--- config.mk ---
export PLATFORM = sky130hd
export DESIGN_NAME = av_core_top
export DESIGN_NICKNAME = d
export VERILOG_FILES = /design/src/design/av_pkg.sv /design/src/design/video_timing.sv /design/src/design/video_pixel_out.sv /design/src/design/i2s_serializer.sv /design/src/design/av_core_top.sv
export SDC_FILE = /design/constraint.sdc
export NUM_CORES = 1
export LEC_CHECK = 0
export BUFFER_PORTS_ARGS = -buffer_cell sky130_fd_sc_hd__buf_2
export CORE_AREA = 2 2 82 84
export DETAILED_ROUTE_END_ITERATION = 16
export DIE_AREA = 0 0 84 86
export GPL_TIMING_DRIVEN = 0
export PLACE_DENSITY = 0.82
export SLEW_MARGIN = 20
export SYNTH_ARGS = -nofsm -noshare
export SYNTH_HDL_FRONTEND = slang
export SYNTH_SLANG_ARGS = --single-unit
--- constraint.sdc ---
create_clock -name audgen_mclk -period 3.6 [get_ports audgen_mclk]
set_clock_uncertainty 0.1 [all_clocks]
set_input_delay 0.36 -clock audgen_mclk [delete_from_list [all_inputs] [get_ports audgen_mclk]]
set_output_delay 0.36 -clock audgen_mclk [all_outputs]
set_load 0.01 [all_outputs]
--- src/design/av_pkg.sv ---
// types and constants shared by the video and audio paths
// everything is in the single audgen_mclk domain
// coord_t is 10 bits, so a raster total of 1024 is held as 0 and
// the counters wrap modulo 1024

`default_nettype none

package av_pkg;

    //////////////////////////////////////////////////////////////////////
    // video
    //////////////////////////////////////////////////////////////////////

    // raster counter value, x or y
    typedef logic [9:0] coord_t;

    // one colour component from the pixel source
    typedef logic [3:0] nibble_t;

    // output colour, red in the top byte
    typedef logic [23:0] rgb24_t;

    // answer of the pixel source, 12 bits
    typedef struct packed {
        nibble_t r;
        nibble_t g;
        nibble_t b;
    } pixel_rgb4_t;

    // raster control levels and pulses for one clock
    typedef struct packed {
        logic de;
        logic vs;
        logic hs;
    } vid_timing_t;

    // hs lands this many clocks after the line start
    localparam int unsigned HS_DELAY = 3;

    //////////////////////////////////////////////////////////////////////
    // audio
    //////////////////////////////////////////////////////////////////////

    typedef logic signed [15:0] sample_t;

    // left channel in the upper half
    typedef struct packed {
        sample_t left;
        sample_t right;
    } stereo_sample_t;

    localparam int unsigned I2S_SLOT_BITS = 32;
    localparam int unsigned I2S_DATA_BITS = 16;
    // mclk / 4 gives sclk
    localparam int unsigned SCLK_DIV_BITS = 2;

endpackage

`default_nettype wire

--- src/design/video_timing.sv ---
// raster counters and sync decode for the pixel clock (audgen_mclk)
// the back porches must be nonzero so vs never meets the active window
// H_TOTAL must exceed HS_DELAY; totals are taken modulo 1024

`timescale 1ns/1ps
`default_nettype none

module video_timing #(
    parameter av_pkg::coord_t H_TOTAL  = av_pkg::coord_t'(800),
    parameter av_pkg::coord_t H_ACTIVE = av_pkg::coord_t'(400),
    parameter av_pkg::coord_t H_BPORCH = av_pkg::coord_t'(10),
    parameter av_pkg::coord_t V_TOTAL  = av_pkg::coord_t'(1024),
    parameter av_pkg::coord_t V_ACTIVE = av_pkg::coord_t'(360),
    parameter av_pkg::coord_t V_BPORCH = av_pkg::coord_t'(10)
) (
    input  logic                audgen_mclk,
    input  logic                reset_n,
    output logic                pixel_req,
    output av_pkg::vid_timing_t timing
);
    import av_pkg::*;

    // last counter values, wrap is modulo the coord_t width
    localparam coord_t H_LAST = coord_t'(H_TOTAL - coord_t'(1));
    localparam coord_t V_LAST = coord_t'(V_TOTAL - coord_t'(1));
    // first column and row past the active window
    localparam coord_t H_END  = coord_t'(H_BPORCH + H_ACTIVE);
    localparam coord_t V_END  = coord_t'(V_BPORCH + V_ACTIVE);
    localparam coord_t HS_X   = coord_t'(HS_DELAY);

    coord_t x_cnt;
    coord_t y_cnt;
    logic   h_active;
    logic   v_active;
    logic   frame_start;
    logic   line_hs;

    //////////////////////////////////////////////////////////////////////
    // raster position
    //////////////////////////////////////////////////////////////////////

    always_ff @(posedge audgen_mclk or negedge reset_n) begin
        if (!reset_n) begin
            x_cnt <= '0;
            y_cnt <= '0;
        end else if (x_cnt == H_LAST) begin
            x_cnt <= '0;
            // y steps once per line
            if (y_cnt == V_LAST) begin
                y_cnt <= '0;
            end else begin
                y_cnt <= y_cnt + 1'b1;
            end
        end else begin
            x_cnt <= x_cnt + 1'b1;
        end
    end

    // active window, after the back porch
    assign h_active = (x_cnt >= H_BPORCH) && (x_cnt < H_END);
    assign v_active = (y_cnt >= V_BPORCH) && (y_cnt < V_END);

    // source gets the request in the same clock as the position
    assign pixel_req = h_active && v_active;

    assign frame_start = (x_cnt == '0) && (y_cnt == '0);
    // hs kept off the vs clock, a few columns later
    assign line_hs     = (x_cnt == HS_X);

    //////////////////////////////////////////////////////////////////////
    // registered controls, one clock behind the counters
    //////////////////////////////////////////////////////////////////////

    always_ff @(posedge audgen_mclk or negedge reset_n) begin
        if (!reset_n) begin
            timing <= '0;
        end else begin
            timing.de <= pixel_req;
            timing.vs <= frame_start;
            timing.hs <= line_hs;
        end
    end

    // vs stands alone in its clock
    a_vs_alone: assert property (@(posedge audgen_mclk) disable iff (!reset_n)
        timing.vs |-> !(timing.hs || timing.de));

    a_cnt_range: assert property (@(posedge audgen_mclk) disable iff (!reset_n)
        (x_cnt <= H_LAST) && (y_cnt <= V_LAST));

endmodule

`default_nettype wire

--- src/design/video_pixel_out.sv ---
// second video stage: source pixel capture and 24-bit expansion
// pixel_in must be valid in the clock after pixel_req, no back-pressure
// outputs are two clocks behind the raster counters

`timescale 1ns/1ps
`default_nettype none

module video_pixel_out (
    input  logic                audgen_mclk,
    input  logic                reset_n,
    input  av_pkg::vid_timing_t timing,
    input  av_pkg::pixel_rgb4_t pixel_in,
    output av_pkg::rgb24_t      video_rgb,
    output logic                video_de,
    output logic                video_vs,
    output logic                video_hs
);
    import av_pkg::*;

    rgb24_t rgb_wide;

    // nibble into the top of each byte, low nibbles zero
    assign rgb_wide = {pixel_in.r, 4'h0,
                       pixel_in.g, 4'h0,
                       pixel_in.b, 4'h0};

    //////////////////////////////////////////////////////////////////////
    // output stage
    //////////////////////////////////////////////////////////////////////

    always_ff @(posedge audgen_mclk or negedge reset_n) begin
        if (!reset_n) begin
            video_de  <= 1'b0;
            video_vs  <= 1'b0;
            video_hs  <= 1'b0;
            video_rgb <= '0;
        end else begin
            // controls delayed once more to meet the pixel
            video_de <= timing.de;
            video_vs <= timing.vs;
            video_hs <= timing.hs;
            // blanking is black
            if (timing.de) begin
                video_rgb <= rgb_wide;
            end else begin
                video_rgb <= '0;
            end
        end
    end

    // colour only shows inside the window
    a_blank_black: assert property (@(posedge audgen_mclk) disable iff (!reset_n)
        !video_de |-> (video_rgb == '0));

endmodule

`default_nettype wire

--- src/design/i2s_serializer.sv ---
// i2s transmitter, sclk = mclk / 4, 32 bit slots, lrck low is left
// 16 sample bits MSB first after the one-bit delay, rest of slot zero
// the pair is latched whole where lrck goes from right to left
// the first left slot after reset sends zeros

`timescale 1ns/1ps
`default_nettype none

module i2s_serializer (
    input  logic                   audgen_mclk,
    input  logic                   reset_n,
    input  av_pkg::stereo_sample_t sample,
    output logic                   audio_sclk,
    output logic                   audio_lrck,
    output logic                   audio_dac
);
    import av_pkg::*;

    localparam int unsigned CNT_W = $clog2(I2S_SLOT_BITS);

    typedef logic [CNT_W-1:0] slot_cnt_t;

    localparam slot_cnt_t SLOT_LAST = slot_cnt_t'(I2S_SLOT_BITS - 1);
    localparam slot_cnt_t DATA_END  = slot_cnt_t'(I2S_DATA_BITS);

    logic [SCLK_DIV_BITS-1:0] div_q;
    logic                     sclk_fall;
    logic                     slot_end;
    slot_cnt_t                bit_cnt;
    sample_t                  shift_q;
    // right half held until its slot
    sample_t                  right_q;

    //////////////////////////////////////////////////////////////////////
    // bit clock
    //////////////////////////////////////////////////////////////////////

    always_ff @(posedge audgen_mclk or negedge reset_n) begin
        if (!reset_n) begin
            div_q <= '0;
        end else begin
            div_q <= div_q + 1'b1;
        end
    end

    assign audio_sclk = div_q[SCLK_DIV_BITS-1];
    // divider about to wrap, sclk drops at this edge
    assign sclk_fall  = &div_q;
    assign slot_end   = sclk_fall && (bit_cnt == SLOT_LAST);

    //////////////////////////////////////////////////////////////////////
    // slot counter and word select
    //////////////////////////////////////////////////////////////////////

    always_ff @(posedge audgen_mclk or negedge reset_n) begin
        if (!reset_n) begin
            bit_cnt    <= '0;
            audio_lrck <= 1'b0;
        end else if (slot_end) begin
            bit_cnt    <= '0;
            audio_lrck <= ~audio_lrck;
        end else if (sclk_fall) begin
            bit_cnt <= bit_cnt + 1'b1;
        end
    end

    //////////////////////////////////////////////////////////////////////
    // data shifter
    //////////////////////////////////////////////////////////////////////

    always_ff @(posedge audgen_mclk or negedge reset_n) begin
        if (!reset_n) begin
            shift_q   <= '0;
            right_q   <= '0;
            audio_dac <= 1'b0;
        end else if (slot_end) begin
            // delay bit together with the lrck change
            audio_dac <= 1'b0;
            if (audio_lrck) begin
                // right to left, take a new pair
                shift_q <= sample.left;
                right_q <= sample.right;
            end else begin
                shift_q <= right_q;
            end
        end else if (sclk_fall) begin
            if (bit_cnt < DATA_END) begin
                audio_dac <= shift_q[$bits(sample_t)-1];
                shift_q   <= {shift_q[$bits(sample_t)-2:0], 1'b0};
            end else begin
                // padding to the end of the slot
                audio_dac <= 1'b0;
            end
        end
    end

    // word select and data only move as sclk falls
    a_lrck_on_fall: assert property (@(posedge audgen_mclk) disable iff (!reset_n)
        $changed(audio_lrck) |-> $fell(audio_sclk));

    a_dac_on_fall: assert property (@(posedge audgen_mclk) disable iff (!reset_n)
        $changed(audio_dac) |-> $fell(audio_sclk));

endmodule

`default_nettype wire

--- src/design/av_core_top.sv ---
// audio/video output core, all in the 12.288 MHz audgen_mclk domain
// mclk is both pixel clock and i2s master clock
// pixel source answers each pixel_req in the following clock
// the sample pair is a held level, taken at each left slot start

`timescale 1ns/1ps
`default_nettype none

module av_core_top #(
    parameter av_pkg::coord_t H_TOTAL  = av_pkg::coord_t'(800),
    parameter av_pkg::coord_t H_ACTIVE = av_pkg::coord_t'(400),
    parameter av_pkg::coord_t H_BPORCH = av_pkg::coord_t'(10),
    parameter av_pkg::coord_t V_TOTAL  = av_pkg::coord_t'(1024),
    parameter av_pkg::coord_t V_ACTIVE = av_pkg::coord_t'(360),
    parameter av_pkg::coord_t V_BPORCH = av_pkg::coord_t'(10)
) (
    input  logic                   audgen_mclk,
    input  logic                   reset_n,
    // pixel source
    output logic                   pixel_req,
    input  av_pkg::pixel_rgb4_t    pixel_in,
    // video out
    output av_pkg::rgb24_t         video_rgb,
    output logic                   video_de,
    output logic                   video_vs,
    output logic                   video_hs,
    // audio
    input  av_pkg::stereo_sample_t sample,
    output logic                   audio_sclk,
    output logic                   audio_lrck,
    output logic                   audio_dac
);
    import av_pkg::*;

    // raster controls between the two video stages
    vid_timing_t timing;

    //////////////////////////////////////////////////////////////////////
    // video path
    //////////////////////////////////////////////////////////////////////

    video_timing #(
        .H_TOTAL  (H_TOTAL),
        .H_ACTIVE (H_ACTIVE),
        .H_BPORCH (H_BPORCH),
        .V_TOTAL  (V_TOTAL),
        .V_ACTIVE (V_ACTIVE),
        .V_BPORCH (V_BPORCH)
    ) timing_i (
        .audgen_mclk (audgen_mclk),
        .reset_n     (reset_n),
        .pixel_req   (pixel_req),
        .timing      (timing)
    );

    video_pixel_out pixel_out_i (
        .audgen_mclk (audgen_mclk),
        .reset_n     (reset_n),
        .timing      (timing),
        .pixel_in    (pixel_in),
        .video_rgb   (video_rgb),
        .video_de    (video_de),
        .video_vs    (video_vs),
        .video_hs    (video_hs)
    );

    // audio path, free running from reset
    i2s_serializer i2s_i (
        .audgen_mclk (audgen_mclk),
        .reset_n     (reset_n),
        .sample      (sample),
        .audio_sclk  (audio_sclk),
        .audio_lrck  (audio_lrck),
        .audio_dac   (audio_dac)
    );

endmodule

`default_nettype wire

Word level (Yosys, flattened, before mapping)
Cells that the tools add are included.
- logic and storage cells: 53
- flip-flop bits (word level): 91
- bitwise logic cells: 1
- magnitude comparators: 5
- reduce and logical (&&, ||, !) cells: 12
- multiplexer cells: 12
- $add $sub $neg: 4
- equal/unequal tests: 4
- operators with widths (operator ; count):
    two-way mux 16 bit ; 4
    two-way mux 24 bit ; 1
    adder 10 x 1 -> 10 bit, second input constant ; 2
    equality test 10 bit, second input constant ; 2
    >= comparator 10 x 4 -> 1 bit, second input constant ; 2
    zero test 10 bit ; 2
    less-than comparator 10 x 9 -> 1 bit, second input constant ; 2
    two-way mux 10 bit ; 2
    equality test 10 x 2 -> 1 bit, second input constant ; 1
    two-way mux 5 bit ; 2
    AND reduction 2 bit ; 3
    adder 5 x 1 -> 5 bit, second input constant ; 1
    equality test 5 bit, second input constant ; 1
    logical AND 1 bit ; 5
    less-than comparator 5 bit, second input constant ; 1
    nonzero test 2 bit ; 2
    two-way mux 1 bit ; 3
    adder 2 x 1 -> 2 bit, second input constant ; 1
    NOT 1 bit ; 1

Depth between registers and ports, before layout
- word-level depth: 4
- mapped depth: 8
- mapped depth without buffers: 7

Modules after synthesis
From an unflattened synthesis, not the netlist that was laid out.
- cells, all modules: 351
- area, all modules: 3871.2 µm²
- by module, submodules not included (module ; cells an instance ; times used ; area each (µm²)):
    i2s_serializer ; 182 ; 1 ; 2033.2
    video_timing ; 128 ; 1 ; 1272.5
    video_pixel_out ; 41 ; 1 ; 565.5

Worst setup path before layout
Ideal clock, no wire load.
- path type: register to register
- start point: reg i2s_i.bit_cnt[0]
- end point: reg i2s_i.right_q[10]
- data arrival time: 1.807 ns
- clock period less this slack: 2.032 ns
- data required time: 3.375 ns
- cell stages (with the launch flop): 7
- setup slack: 1.568 ns
- path through: dfrtp_1 ha_1 and3_1 ha_1 nand3_1 buf_2 mux2_2
- word-level cells in the longest chain between the ends: 3
- ends and longest elaborated chain (element ; RTL line ; RTL):
    from (decl) ; i2s_serializer.sv:29 ; slot_cnt_t bit_cnt;
    from (signal assigned) ; i2s_serializer.sv:63 ; bit_cnt <= bit_cnt + 1'b1;
    equality test 5 bit ; i2s_serializer.sv:49 ; assign slot_end = sclk_fall && (bit_cnt == SLOT_LAST);
    logical AND 1 bit ; i2s_serializer.sv:49 ;
    AND reduction 2 bit (no source line) ; n/a ;
    to (signal assigned) ; i2s_serializer.sv:82 ; right_q <= sample.right;
    to (decl) ; i2s_serializer.sv:32 ; sample_t right_q;
Every way passes these cells.
A chain may end at the register's enable or synchronous reset.

Worst setup path in the final report
- start point: reg timing_i.y_cnt[5]
- end point: out pixel_req
- word-level cells in the longest chain between the ends: 3
- ends and longest elaborated chain (element ; RTL line ; RTL):
    from (decl) ; video_timing.sv:32 ; coord_t y_cnt;
    from (signal assigned) ; video_timing.sv:52 ; y_cnt <= y_cnt + 1'b1;
    >= comparator 10 x 4 -> 1 bit / less-than comparator 10 x 9 -> 1 bit (equally long branches) ; video_timing.sv:61 ; assign v_active = (y_cnt >= V_BPORCH) && (y_cnt < V_END);
    logical AND 1 bit * ; video_timing.sv:61 ;
    logical AND 1 bit * ; video_timing.sv:64 ; assign pixel_req = h_active && v_active;
    to (decl) ; av_core_top.sv:20 ; output logic pixel_req,
Mark *: on every way between the ends. The rest lies on a longest branch, timed or not.

==> results by group <==
Global route
  – Largest net degree at the start of global routing: around 50
  – Initial antenna violation count: 0
  – Gr usage total: 21.45%
  – Global-route wire length before repair: 12070 um
  – Total congestion overflow: 0
  – Vias in the first global route: 2540

STA
  – Tcrit/Tclk final: between 70 and 80%
  – Setup violators final: 0
  – Final slew viol count: 0
  – Hold Vio Cnt, Final: 0
  – Fin worst setup slack: 0.8418 ns
  – Worst-Margin Slew: 0.8611 ns
  – RSZ-0062 raised after global routing: false
  – Setup TNS: 0 ns
  – Final min period: 2.758 ns
  – Slew margin rel.: 41.11%
  – Maximum clock frequency: 362.6 MHz

Worst setup path
  – Crit path arrival time: 2.30 ns
  – Kind of critical path: register to primary output
  – Critical Path RT: 3.14 ns
  – CP startpoint kind: register
  – Worst setup path startpoint: timing_i.y_cnt[5]
  – Worst r2r src: i2s_i.bit_cnt[0]
  – CP Max Fanout: 6
  – Worst setup EP type: primary output

Yosys
  – Ranking of synthesized cells by area: dfrtp_1 (55%), mux2_2 (5.7%), mux2i_1 (4.5%), o21ai_0 (3.5%), nand2_1 (3.5%)
  – Post-Synthesis Cells: 336
  – Synth area leader: dfrtp_1
  – Async SR Flop Fraction: 100.0%
  – Post-synth top cells: dfrtp_1 (79), nand2_1 (33), nor2_1 (25), o21ai_0 (25), a21oi_1 (23)
  – Main synth FF type: dfrtp_1
  – Count leader, synth: dfrtp_1
  – Synth Cell Area: ~3600 um2
  – Synth Warn #: 0
  – Synthesis-stage register bit count: 79
  – Top cell type's share of synthesized area: between 50% and 60%
  – Post-synth EDFFs: 0
  – Synth unique cells: 40
  – Sequential-to-total area share from yosys stat: a little under three fifths
  – Avg Inst Size Synth: ~11 um2

Route
  – DRC viols: 0
  – Final WL: 7348 um
  – Iter 0 DRT Violations: around 170
  – Iteration count of the initial detailed-routing pass: 4
  – Final ANT Viol Nets: 0
  – Vias per Instance: 5.287
  – Vias: around 2700
  – Mean routed wirelength per cell: between 10 and 15 um

Finish
  – Reg area: roughly 2000 um2
  – Layout cells sized above 1: between 20 and 30%
  – Area Overhead vs Synth: 20.03%
  – Multi-input logic area: 1463 um2
  – Fill cells: 490
  – Ant diodes: 0
  – Layout net count: 477
  – Fin cells: between 500 and 600

Place
  – Placer Congestion: 0.8726
  – Post-Place Cells: 489
  – Hpwl dp: 5222 um
  – Quantity of I/O buffers inserted on ports: 64
  – Pre-CTS setup slack: between 1 and 1.5 ns

Min path
  – Hold Path Class: primary input to register
  – Beginning of the worst hold path: pixel_in[2]

Power and ir drop
  – Peak VDD IR: 297.1 uV
  – Sw power: between 300 and 400 uW
  – Combinational fraction of design power: 4.4%
  – Power Density: 394.6 nW/um2
  – Clock power frac: 42.6%
  – P_leak: 2.113 nW
  – Int Power: 1.327 mW
  – Switching part of the total: 21.84%
  – Sequential share of power: 53.0%

Die
  – Core box area: 6277 um2
  – Full die area: 7224 um2
  – Die X: about 84 um
  – # rows: 29
  – Initial core utilization: 57.13%
  – Die Span Y: 86 um
  – I/O Pins: 77

Clocking
  – H-Tree Depth: 3
  – Reg clk slew, reported paths: 0.08 ns
  – # clock sinks: 79
  – Clk_lat worst skew: 0.35 ns
  – CTS tree: done
  – CTS max path bufs: 2
  – CTS-repair resized insts: 0
  – Inserted Clock Buffers: 9
  – CTS root buf: clkbuf_8

Flow run
  – Max Cap Viol: 0

Status
  – Status: complete, no violations
per-layer routing:
metal | global-route usage (%) | part of all wire (%) | vias to the layer above
met1 | 28.21 | 44 | 1300
met2 | 35.64 | 52 | 64
met4 | 7.478 | 0.80 | 0
li1 | - | - | 1305
met3 | 4.620 | 3.8 | 6
met5 | 0 | 0 | -
what timing repair did:
action | 4_1_cts | 5_1_grt
buffers inserted | 0 | 0
endpoints found under the hold margin | 31 | 0
hold buffers | 1 | 0
state kept, by name, indices dropped and copies added, names as in the netlist:
register / flops
i2s_i.audio_lrck: 1
timing_i.timing: 3
i2s_i.div_q: 2
i2s_i.right_q: 16
timing_i.y_cnt: 10
timing_i.x_cnt: 10
i2s_i.bit_cnt: 5
pixel_out_i.video_de: 1
pixel_out_i.video_rgb: 12
i2s_i.audio_dac: 1
i2s_i.shift_q: 16
pixel_out_i.video_vs: 1
pixel_out_i.video_hs: 1
cells by family (layout without fill, tap and decap cells):
family                     Yosys count  after routing  share of synthesized area (%)
AOI/OAI and AO/OA                   59             59                          9.072
xor gates and xnor gates            11             11                          2.687
adders and majority gates            7              7                          2.442
buffers and inverters               36            118                          5.234
DFF                                 79             79                          55.13
muxes                               34             34                          10.12
other                                1             12                         0.1046
and+or+nand+nor                    109            109                          15.21
power groups by stage:
stage               clock network, mW  registers [mW]  logic [mW]
global route                    0.784           0.901      0.0857
detailed placement                  0           0.918      0.0755
finish                          0.723           0.900      0.0754
floorplan                           0           0.917      0.0282
CTS                             0.740           0.900      0.0766
global placement                    0           0.918      0.0700
critical path, stage by stage (launching register included):
cell       delay (ns)
dfrtp_1          0.44
and3_1           0.26
a32oi_1          0.16
a21oi_1          0.06
a2111oi_0        0.77
buf_2            0.27
area by class of cell:
cell class / count / area share [%]
multi-input cells: 232 / 33.98
clock inverters: 7 / 2.238
flip-flops and latches: 79 / 45.93
well taps: 77 / 2.238
clock buffers: 9 / 2.878
repair buffers: 66 / 8.372
plain buffers: 26 / 3.488
inverters: 10 / 0.8721
path summary, 6_finish.rpt:
path,cells past startpoint,endpoint,slack [ns]
max,5,pixel_req,0.84
min reg2reg,0,pixel_out_i.video_vs,0.25
min in group asynchronous,2,i2s_i.right_q[3],0.40
max in group asynchronous,3,i2s_i.right_q[9],2.44
min,2,pixel_out_i.video_rgb[6],0.12
max reg2reg,6,i2s_i.right_q[7],1.26
layout by cell type, fill, tap and decap left out, drive strengths merged, types with 2 or more instances in the layout:
master / count
mux2i: 16
xnor2: 6
inv: 11
nand2: 33
nor3: 5
nand4: 5
ha: 7
xor2: 5
conb: 12
buf: 86
o41ai: 3
or3: 3
clkbuf: 14
bufinv: 2
mux2: 18
nand3: 8
and2: 14
nor2b: 2
a21oi: 23
o21ai: 27
and3: 5
dfrtp: 79
nor2: 25
nor4: 2
and4: 3
clkinv: 4
through the flow:
step	power (mW)	util (%)	hold slack [ns]	area, um2
3_5_place_dp	0.9937	64.90	0.2288	4074
5_1_grt	1.772	68.57	0.1125	4304
3_3_place_gp	0.9875	64.42	0.2339	4044
2_1_floorplan	0.9447	-	-0.03559	3627
6_report	1.698	68.57	0.1208	4304
4_1_cts	1.717	68.57	0.1066	4304
Power figures use the tool's default switching activity.
